<file path="src/hdl/mem_pipe_pkg.sv">
// word type, rv32 instruction views, pipeline records, stall states and opcode constants
package mem_pipe_pkg;

    typedef logic [31:0] word_t;

    // I-type fields, lw takes its offset from here
    typedef struct packed {
        logic [11:0] imm;
        logic [4:0]  rs1;
        logic [2:0]  funct3;
        logic [4:0]  rd;
        logic [6:0]  opcode;
    } i_fmt_t;

    // S-type fields, sw splits its offset around rs2/rs1
    typedef struct packed {
        logic [6:0] imm_hi;
        logic [4:0] rs2;
        logic [4:0] rs1;
        logic [2:0] funct3;
        logic [4:0] imm_lo;
        logic [6:0] opcode;
    } s_fmt_t;

    typedef union packed {
        i_fmt_t itype;
        s_fmt_t stype;
    } rv32_instr_u;

    // handed from fetch to the data side on every move
    typedef struct packed {
        word_t       pc;
        rv32_instr_u instr;
    } fetch_rec_t;

    typedef enum logic [1:0] {
        KIND_NONE  = 2'd0,
        KIND_LOAD  = 2'd1,
        KIND_STORE = 2'd2
    } rec_kind_t;

    // data is the loaded word for lw, the written word for sw
    typedef struct packed {
        word_t       pc;
        rv32_instr_u instr;
        rec_kind_t   kind;
        word_t       addr;
        word_t       data;
    } retire_rec_t;

    typedef enum logic [1:0] {
        moving    = 2'd0,
        wait_imem = 2'd1,
        wait_dmem = 2'd2,
        imem_dmem = 2'd3
    } stall_state_t;

    localparam logic [6:0] OPC_LOAD  = 7'b0000011;
    localparam logic [6:0] OPC_STORE = 7'b0100011;
    localparam logic [2:0] F3_WORD   = 3'b010;

    // addi x0, x0, 0
    localparam word_t NOP_WORD = 32'h0000_0013;

endpackage

</file>
<file path="src/hdl/stall_ctrl.sv">
// four-state stall controller that turns memory port activity into the move pulse
`timescale 1ns/1ps

module stall_ctrl
    import mem_pipe_pkg::*;
(
    input  logic clk,
    input  logic rst,

    input  logic imem_req,
    input  logic dmem_req,
    input  logic imem_resp,
    input  logic dmem_resp,
    input  logic retire_stall,

    output logic move
);

    stall_state_t curr_state;
    stall_state_t next_state;

    // a request stays open past this cycle unless its response is here
    logic imem_open;
    logic dmem_open;

    assign imem_open = imem_req && !imem_resp;
    assign dmem_open = dmem_req && !dmem_resp;

    // state that matches whatever is still outstanding
    function automatic stall_state_t pick_state(input logic i_open, input logic d_open);
        stall_state_t st;
        if (i_open && d_open) begin
            st = imem_dmem;
        end else if (i_open) begin
            st = wait_imem;
        end else if (d_open) begin
            st = wait_dmem;
        end else begin
            st = moving;
        end
        return st;
    endfunction

    always_ff @(posedge clk) begin
        if (rst) begin
            curr_state <= wait_imem;
        end else begin
            curr_state <= next_state;
        end
    end

    always_comb begin
        next_state = curr_state;
        unique case (curr_state)
            moving: begin
                // a move always launches the next fetch
                if (move) begin
                    next_state = wait_imem;
                end
            end
            wait_imem: begin
                if (imem_resp) begin
                    next_state = pick_state(1'b0, dmem_open);
                end else if (dmem_open) begin
                    next_state = imem_dmem;
                end
            end
            wait_dmem: begin
                if (dmem_resp) begin
                    next_state = pick_state(imem_open, 1'b0);
                end else if (imem_open) begin
                    next_state = imem_dmem;
                end
            end
            imem_dmem: begin
                if (imem_resp || dmem_resp) begin
                    next_state = pick_state(imem_open, dmem_open);
                end
            end
            default: next_state = wait_imem;
        endcase
    end

    // held low while the retire register is full and not taken
    assign move = (curr_state == moving) && !retire_stall;

endmodule

</file>
<file path="src/hdl/fetch_unit.sv">
// program counter, instruction memory request and fetched-instruction holding register
`timescale 1ns/1ps

module fetch_unit
    import mem_pipe_pkg::*;
#(
    parameter word_t RESET_PC = 32'h0000_0000
) (
    input  logic       clk,
    input  logic       rst,

    input  logic       move,

    output word_t      imem_addr,
    output logic       imem_req,
    input  logic       imem_resp,
    input  word_t      imem_rdata,

    output fetch_rec_t fetched
);

    // pc of the word being fetched or just returned
    word_t       pc;
    rv32_instr_u hold;

    always_ff @(posedge clk) begin
        if (rst) begin
            pc       <= RESET_PC;
            imem_req <= 1'b1;
            hold     <= NOP_WORD;
        end else if (move) begin
            // next fetch starts right after the move edge
            pc       <= pc + 32'd4;
            imem_req <= 1'b1;
        end else if (imem_req && imem_resp) begin
            hold     <= imem_rdata;
            imem_req <= 1'b0;
        end
    end

    assign imem_addr = pc;

    // the data side latches this on the move edge
    assign fetched.pc    = pc;
    assign fetched.instr = hold;

endmodule

</file>
<file path="src/hdl/data_unit.sv">
// lw/sw decode, register file, data memory access and retire register with its handshake
`timescale 1ns/1ps

module data_unit
    import mem_pipe_pkg::*;
(
    input  logic        clk,
    input  logic        rst,

    input  logic        move,
    input  fetch_rec_t  fetched,

    output word_t       dmem_addr,
    output word_t       dmem_wdata,
    output logic        dmem_we,
    output logic        dmem_req,
    input  logic        dmem_resp,
    input  word_t       dmem_rdata,

    output logic        retire_stall,
    output logic        retire_valid,
    output retire_rec_t retire,
    input  logic        retire_ready
);

    word_t       regs [32];

    // record of the instruction currently owned by the data side
    retire_rec_t cur_rec;
    logic        cur_valid;

    rv32_instr_u in_instr;
    logic        in_load;
    logic        in_store;
    word_t       in_offset;
    word_t       in_addr;
    retire_rec_t in_rec;

    logic        load_done;

    assign in_instr = fetched.instr;
    assign in_load  = (in_instr.itype.opcode == OPC_LOAD) && (in_instr.itype.funct3 == F3_WORD);
    assign in_store = (in_instr.stype.opcode == OPC_STORE) && (in_instr.stype.funct3 == F3_WORD);

    // offset comes through the view that matches the opcode
    always_comb begin
        if (in_store) begin
            in_offset = {{20{in_instr.stype.imm_hi[6]}}, in_instr.stype.imm_hi,
                         in_instr.stype.imm_lo};
        end else begin
            in_offset = {{20{in_instr.itype.imm[11]}}, in_instr.itype.imm};
        end
    end

    assign in_addr = regs[in_instr.itype.rs1] + in_offset;

    always_comb begin
        in_rec.pc    = fetched.pc;
        in_rec.instr = fetched.instr;
        in_rec.kind  = KIND_NONE;
        in_rec.addr  = '0;
        in_rec.data  = '0;
        if (in_load) begin
            in_rec.kind = KIND_LOAD;
            in_rec.addr = in_addr;
        end else if (in_store) begin
            in_rec.kind = KIND_STORE;
            in_rec.addr = in_addr;
            in_rec.data = regs[in_instr.stype.rs2];
        end
    end

    assign load_done = dmem_req && dmem_resp && (cur_rec.kind == KIND_LOAD);

    always_ff @(posedge clk) begin
        if (rst) begin
            cur_valid <= 1'b0;
            dmem_req  <= 1'b0;
        end else if (move) begin
            cur_valid <= 1'b1;
            dmem_req  <= in_load || in_store;
        end else if (dmem_resp) begin
            dmem_req  <= 1'b0;
        end
    end

    // load data lands in the record at the response edge
    always_ff @(posedge clk) begin
        if (move) begin
            cur_rec <= in_rec;
        end else if (load_done) begin
            cur_rec.data <= dmem_rdata;
        end
    end

    // x0 is never written
    always_ff @(posedge clk) begin
        if (rst) begin
            for (int i = 0; i < 32; i++) begin
                regs[i] <= '0;
            end
        end else if (load_done && (cur_rec.instr.itype.rd != 5'd0)) begin
            regs[cur_rec.instr.itype.rd] <= dmem_rdata;
        end
    end

    // request fields stay put until the next move
    assign dmem_addr  = cur_rec.addr;
    assign dmem_wdata = cur_rec.data;
    assign dmem_we    = dmem_req && (cur_rec.kind == KIND_STORE);

    // first move after reset has nothing to retire yet
    always_ff @(posedge clk) begin
        if (rst) begin
            retire_valid <= 1'b0;
        end else if (move && cur_valid) begin
            retire_valid <= 1'b1;
        end else if (retire_valid && retire_ready) begin
            retire_valid <= 1'b0;
        end
    end

    always_ff @(posedge clk) begin
        if (move && cur_valid) begin
            retire <= cur_rec;
        end
    end

    assign retire_stall = retire_valid && !retire_ready;

endmodule

</file>
<file path="src/hdl/mem_pipe_top.sv">
// top level joining stall control, fetch and data units to the memory ports and retire stream
`timescale 1ns/1ps

module mem_pipe_top
    import mem_pipe_pkg::*;
#(
    parameter word_t RESET_PC = 32'h0000_0000
) (
    input  logic        clk,
    input  logic        rst,

    // instruction memory
    output word_t       imem_addr,
    output logic        imem_req,
    input  logic        imem_resp,
    input  word_t       imem_rdata,

    // data memory
    output word_t       dmem_addr,
    output word_t       dmem_wdata,
    output logic        dmem_we,
    output logic        dmem_req,
    input  logic        dmem_resp,
    input  word_t       dmem_rdata,

    // retire stream
    output logic        retire_valid,
    output retire_rec_t retire,
    input  logic        retire_ready
);

    logic       move;
    logic       retire_stall;
    fetch_rec_t fetched;

    stall_ctrl u_stall_ctrl (
        .clk          (clk),
        .rst          (rst),
        .imem_req     (imem_req),
        .dmem_req     (dmem_req),
        .imem_resp    (imem_resp),
        .dmem_resp    (dmem_resp),
        .retire_stall (retire_stall),
        .move         (move)
    );

    fetch_unit #(
        .RESET_PC (RESET_PC)
    ) u_fetch_unit (
        .clk        (clk),
        .rst        (rst),
        .move       (move),
        .imem_addr  (imem_addr),
        .imem_req   (imem_req),
        .imem_resp  (imem_resp),
        .imem_rdata (imem_rdata),
        .fetched    (fetched)
    );

    data_unit u_data_unit (
        .clk          (clk),
        .rst          (rst),
        .move         (move),
        .fetched      (fetched),
        .dmem_addr    (dmem_addr),
        .dmem_wdata   (dmem_wdata),
        .dmem_we      (dmem_we),
        .dmem_req     (dmem_req),
        .dmem_resp    (dmem_resp),
        .dmem_rdata   (dmem_rdata),
        .retire_stall (retire_stall),
        .retire_valid (retire_valid),
        .retire       (retire),
        .retire_ready (retire_ready)
    );

endmodule

</file>
<file path="config.mk">
export PLATFORM = sky130hd
export DESIGN_NAME = mem_pipe_top
export DESIGN_NICKNAME = d
export VERILOG_FILES = /design/src/hdl/mem_pipe_pkg.sv /design/src/hdl/stall_ctrl.sv /design/src/hdl/fetch_unit.sv /design/src/hdl/data_unit.sv /design/src/hdl/mem_pipe_top.sv
export SDC_FILE = /design/constraint.sdc
export NUM_CORES = 2
export LEC_CHECK = 0
export BUFFER_PORTS_ARGS = -buffer_cell sky130_fd_sc_hd__buf_4
export CAP_MARGIN = 20
export CORE_UTILIZATION = 25
export CTS_CLUSTER_SIZE = 40
export DETAILED_ROUTE_END_ITERATION = 12
export PLACE_DENSITY = 0.38
export SLEW_MARGIN = 0
export SYNTH_ARGS = -nofsm -noshare
export SYNTH_HDL_FRONTEND = slang
export SYNTH_SLANG_ARGS = --single-unit
</file>
<file path="constraint.sdc">
create_clock -name clk -period 6.7 [get_ports clk]
set_input_delay 0.335 -clock clk [delete_from_list [all_inputs] [get_ports clk]]
set_output_delay 0.335 -clock clk [all_outputs]
set_load 0.05 [all_outputs]
</file>
==> flow_summary.yaml <==
grt:
  grt.total_usage_pct: 18.6
  antenna_found_initial: 48
  grt_pass1_vias: 39500
  grt_max_degree: 97
  grt_pass1_wl_microns: 348000
  grt_overflow: 0
power_and_ir_drop:
  p_int_mw: 15.2
  p_leak_nw: 26.8
  switchingPower_mw: 5.32
  clkPwrFrac_pct: 41.4
  share_seq_of_total_power_pct: 47.4
  swShare_pct: 25.9
  irDropWorstVdd_mv: 0.259
  power_density_nw_per_um2: 261
  finalPower_mw: 20.6
  comb_power_share_pct: 11.2
setup_path:
  cp.required_ns: 7.26
  crit_arrival_ns: 5.92
  rr_worst_depth: 13
  critPathTopFamily: "compound AO/OA/AOI/OAI gates"
  rr_endpoint: "u_data_unit.dmem_addr[24]$_DFFE_PP_"
  start_kind: "flop"
  max_stage_delay_ns: 0.81
  worstSetupPathType: "flop to flop"
  path_max_fanout: 25
  path_buf_inv: 1
  r2r_slack_ns: 1.34
  crit_chain: "buf_12, mux4_2, mux4_2, mux2_2, ha_1, fa_1, a21oi_1, o211ai_1, a21oi_1, o21ai_1, o31ai_1, xor2_1, nor2_1"
  cp-end-kind: "flop"
  crit_path_top_delay_cell: "dfxtp_4"
clocking:
  clock_path_buffers: 3
  clkLatencyLatePin_ns: 0.82
  cts_buffers: 160
  clk_pin_slew_worst_paths_ns: 0.06
  clock_sinks: 1358
  post_cts_buffers: 0
  cts_tree: "built"
  htreeDepth: 4
  cts-root-buf: "clkbuf_16"
routing:
  via_per_inst: 4.77
  routed_wl_microns: 255000
  wl_per_cell_microns: 31.5
  vias: 38700
  detail-route-antenna-nets: 0
  drc: 0
  initialDrtViolationCount: 3478
  first_pass_iters: 5
floorplanning:
  placementRows: 190
  die_h_microns: 521
  die_w_microns: 521
  die_area_sq_um: 272000
  core_area_sq_um: 268000
  ioPinCount: 299
  start_util_pct: 25.1
sta:
  fmax_mhz: 187
  relSlewSlack_pct: 22.5
  grt_setup_unrepaired: "false"
  clock_skew_ns: 0.0238
  setup-violations-final: 0
  hold_viol_final: 0
  tightest_slew_ns: 1.16
  slew_violations: 0
  layout_min_cycle_time_ns: 5.36
  fin_crit_sh_pct: 80.0
  final.setup.tns_ns: 0
yosys:
  ys_seq_area_share_pct: 59.3
  synth-seq-cells: 1358
  ys_types: 55
  yosysWarnings: 0
  synthArstFlopShare_pct: 0
  syn_avg_cell_area_sq_um: 15.9
  synthFlopType: "edfxtp_1"
  synth_top_area_share_pct: 57.0
  netlist_instances: 4231
  synthTopCellsByArea: "edfxtp_1, mux4_2, and2_1"
  syn-cell-area_sq_um: 67400
  yosysTopAreaCell: "edfxtp_1"
  synth_edf_count: 1280
finish:
  final_util_pct: 29.4
  syn_to_final_growth_pct: 16.9
  fill_cells: 26500
  drive_above_1_share_pct: 30.4
  nNetsFinal: 4518
placement:
  gp_congestion: 0.822
  numPortBuffers: 294
  hpwl_microns: 153000
worst_hold_path:
  hold_depth: 2
  hold_start: "dmem_rdata[30]"
  whs_endpoint: "u_data_unit.regs[30][30]$_SDFFCE_PN0P_"
  hp-class: "input port to flop"
status:
  status: "finished clean"
job:
  cap_violations: 0
## cells by family after synthesis
family,count (synthesis),share of synthesized area [%]
simple gates,1374,11.8
flops,1358,59.3
mux,714,22.4
buf+inv,494,3.44
compound gates,204,1.76
xor+xnor,53,0.689
fa+ha+maj,33,0.624
other cells,1,0.00556
## cell usage after synthesis (all sizes together) (21+ instances only)
master  instances
a21oi          79
and2         1000
buf           186
clkbuf        294
dfxtp          78
edfxtp       1280
ha             32
mux2           36
mux2i          48
mux4          630
nand2         149
nand3          22
nor2          105
o21ai          62
or2            32
xnor2          21
xor2           32
## how the worst max path moves through the flow
stage	to	slack, ns	depth (start not counted)
finish	u_data_unit.dmem_addr[24]$_DFFE_PP_	1.34	13
global route	u_data_unit.dmem_addr[24]$_DFFE_PP_	1.11	13
CTS	u_data_unit.dmem_addr[24]$_DFFE_PP_	1.31	13
detailed placement	u_data_unit.dmem_addr[24]$_DFFE_PP_	1.32	13
global placement	u_data_unit.dmem_addr[24]$_DFFE_PP_	1.28	13
floorplan	u_data_unit.retire[0]$_DFFE_PP_	1.59	5
## metal layers
metal  vias up  GRT usage (%)  part of all wire [%]  wire (microns)
met5         -              0                 0.066             168
met4        24           4.13                   1.9            4890
met3       289           3.50                   5.9           15100
met2      1268           31.0                    48          123000
met1     20700           25.0                    44          112000
li1      16400              -                     -               -
## power groups by stage
stage          logic (mW)  registers [mW]  clock network (mW)
5_1_grt              2.44            9.79                9.02
6_report             2.31            9.75                8.51
2_1_floorplan        1.43            9.84                   0
4_1_cts              2.34            9.76                8.73
3_5_place_dp         2.31            9.93                   0
3_3_place_gp         2.32            9.93                   0
## placed cells by master (no fill, tap or decap), drive strengths merged, types with 5 or more instances in the layout
master / synthesis / final
o211ai: 6 / 6
buf: 186 / 422
and2: 1000 / 1000
clkbuf: 294 / 220
mux2: 36 / 36
nand2b: 5 / 5
or2: 32 / 32
nand4: 11 / 11
nand2: 149 / 149
and3: 10 / 10
dlygate4sd3: 0 / 45
mux2i: 48 / 48
diode: 0 / 8
nor2b: 7 / 7
mux4: 630 / 630
clkinv: 0 / 61
ha: 32 / 32
conb: 1 / 36
xor2: 32 / 32
a31oi: 8 / 8
edfxtp: 1280 / 1280
a211oi: 8 / 8
bufinv: 0 / 6
nand3: 22 / 22
a22oi: 10 / 10
xnor2: 21 / 21
dfxtp: 78 / 78
or3: 6 / 6
inv: 14 / 22
a21o: 14 / 14
nand3b: 6 / 6
o21ai: 62 / 62
nor2: 105 / 105
nor3: 11 / 11
a21oi: 79 / 79
## area by class of cell
class	count	area (sq um)	share of cell area, %
Tap cell	3552	4440	5.64
Clock inverter	75	579	0.735
Multi-Input combinational cell	2414	25500	32.3
Timing Repair Buffer	468	3870	4.91
Sequential cell	1358	40000	50.8
Inverter	14	60.1	0.0762
Antenna cell	8	20.0	0.0254
Clock buffer	219	4360	5.53
## through the flow
step | setup WS, ns | instance area, sq um | hold slack, ns | std cells
after floorplan | 1.59 | 67500 | 0.400 | 4266
after global placement | 1.28 | 73400 | 0.402 | 7760
after detailed placement | 1.32 | 73400 | 0.405 | 7760
after CTS | 1.31 | 78800 | 0.00189 | 8099
after global routing | 1.11 | 78800 | 0.0335 | 8103
final | 1.34 | 78800 | 0.0785 | 8108
## timing repair
| action | in CTS | in global routing |
|---|---|---|
| hold endpoints to repair | 128 | 0 |
| hold buffers | 45 | 0 |
| endpoints found under the setup margin | 0 | 0 |
| resized for setup | 0 | 0 |
## flip-flops by register name, indices dropped and copies added (netlist names), named ones only
name,flops
u_data_unit.dmem_wdata,32
u_stall_ctrl.curr_state,2
u_fetch_unit.hold,32
u_fetch_unit.imem_addr,30
u_data_unit.dmem_addr,32
u_data_unit.cur_rec,64
u_fetch_unit.imem_req,1
u_data_unit.cur_valid,1
u_data_unit.retire,128
u_data_unit.regs,1024
u_data_unit.retire_valid,1
u_data_unit.dmem_req,1
(Power assumes the default switching activity.)
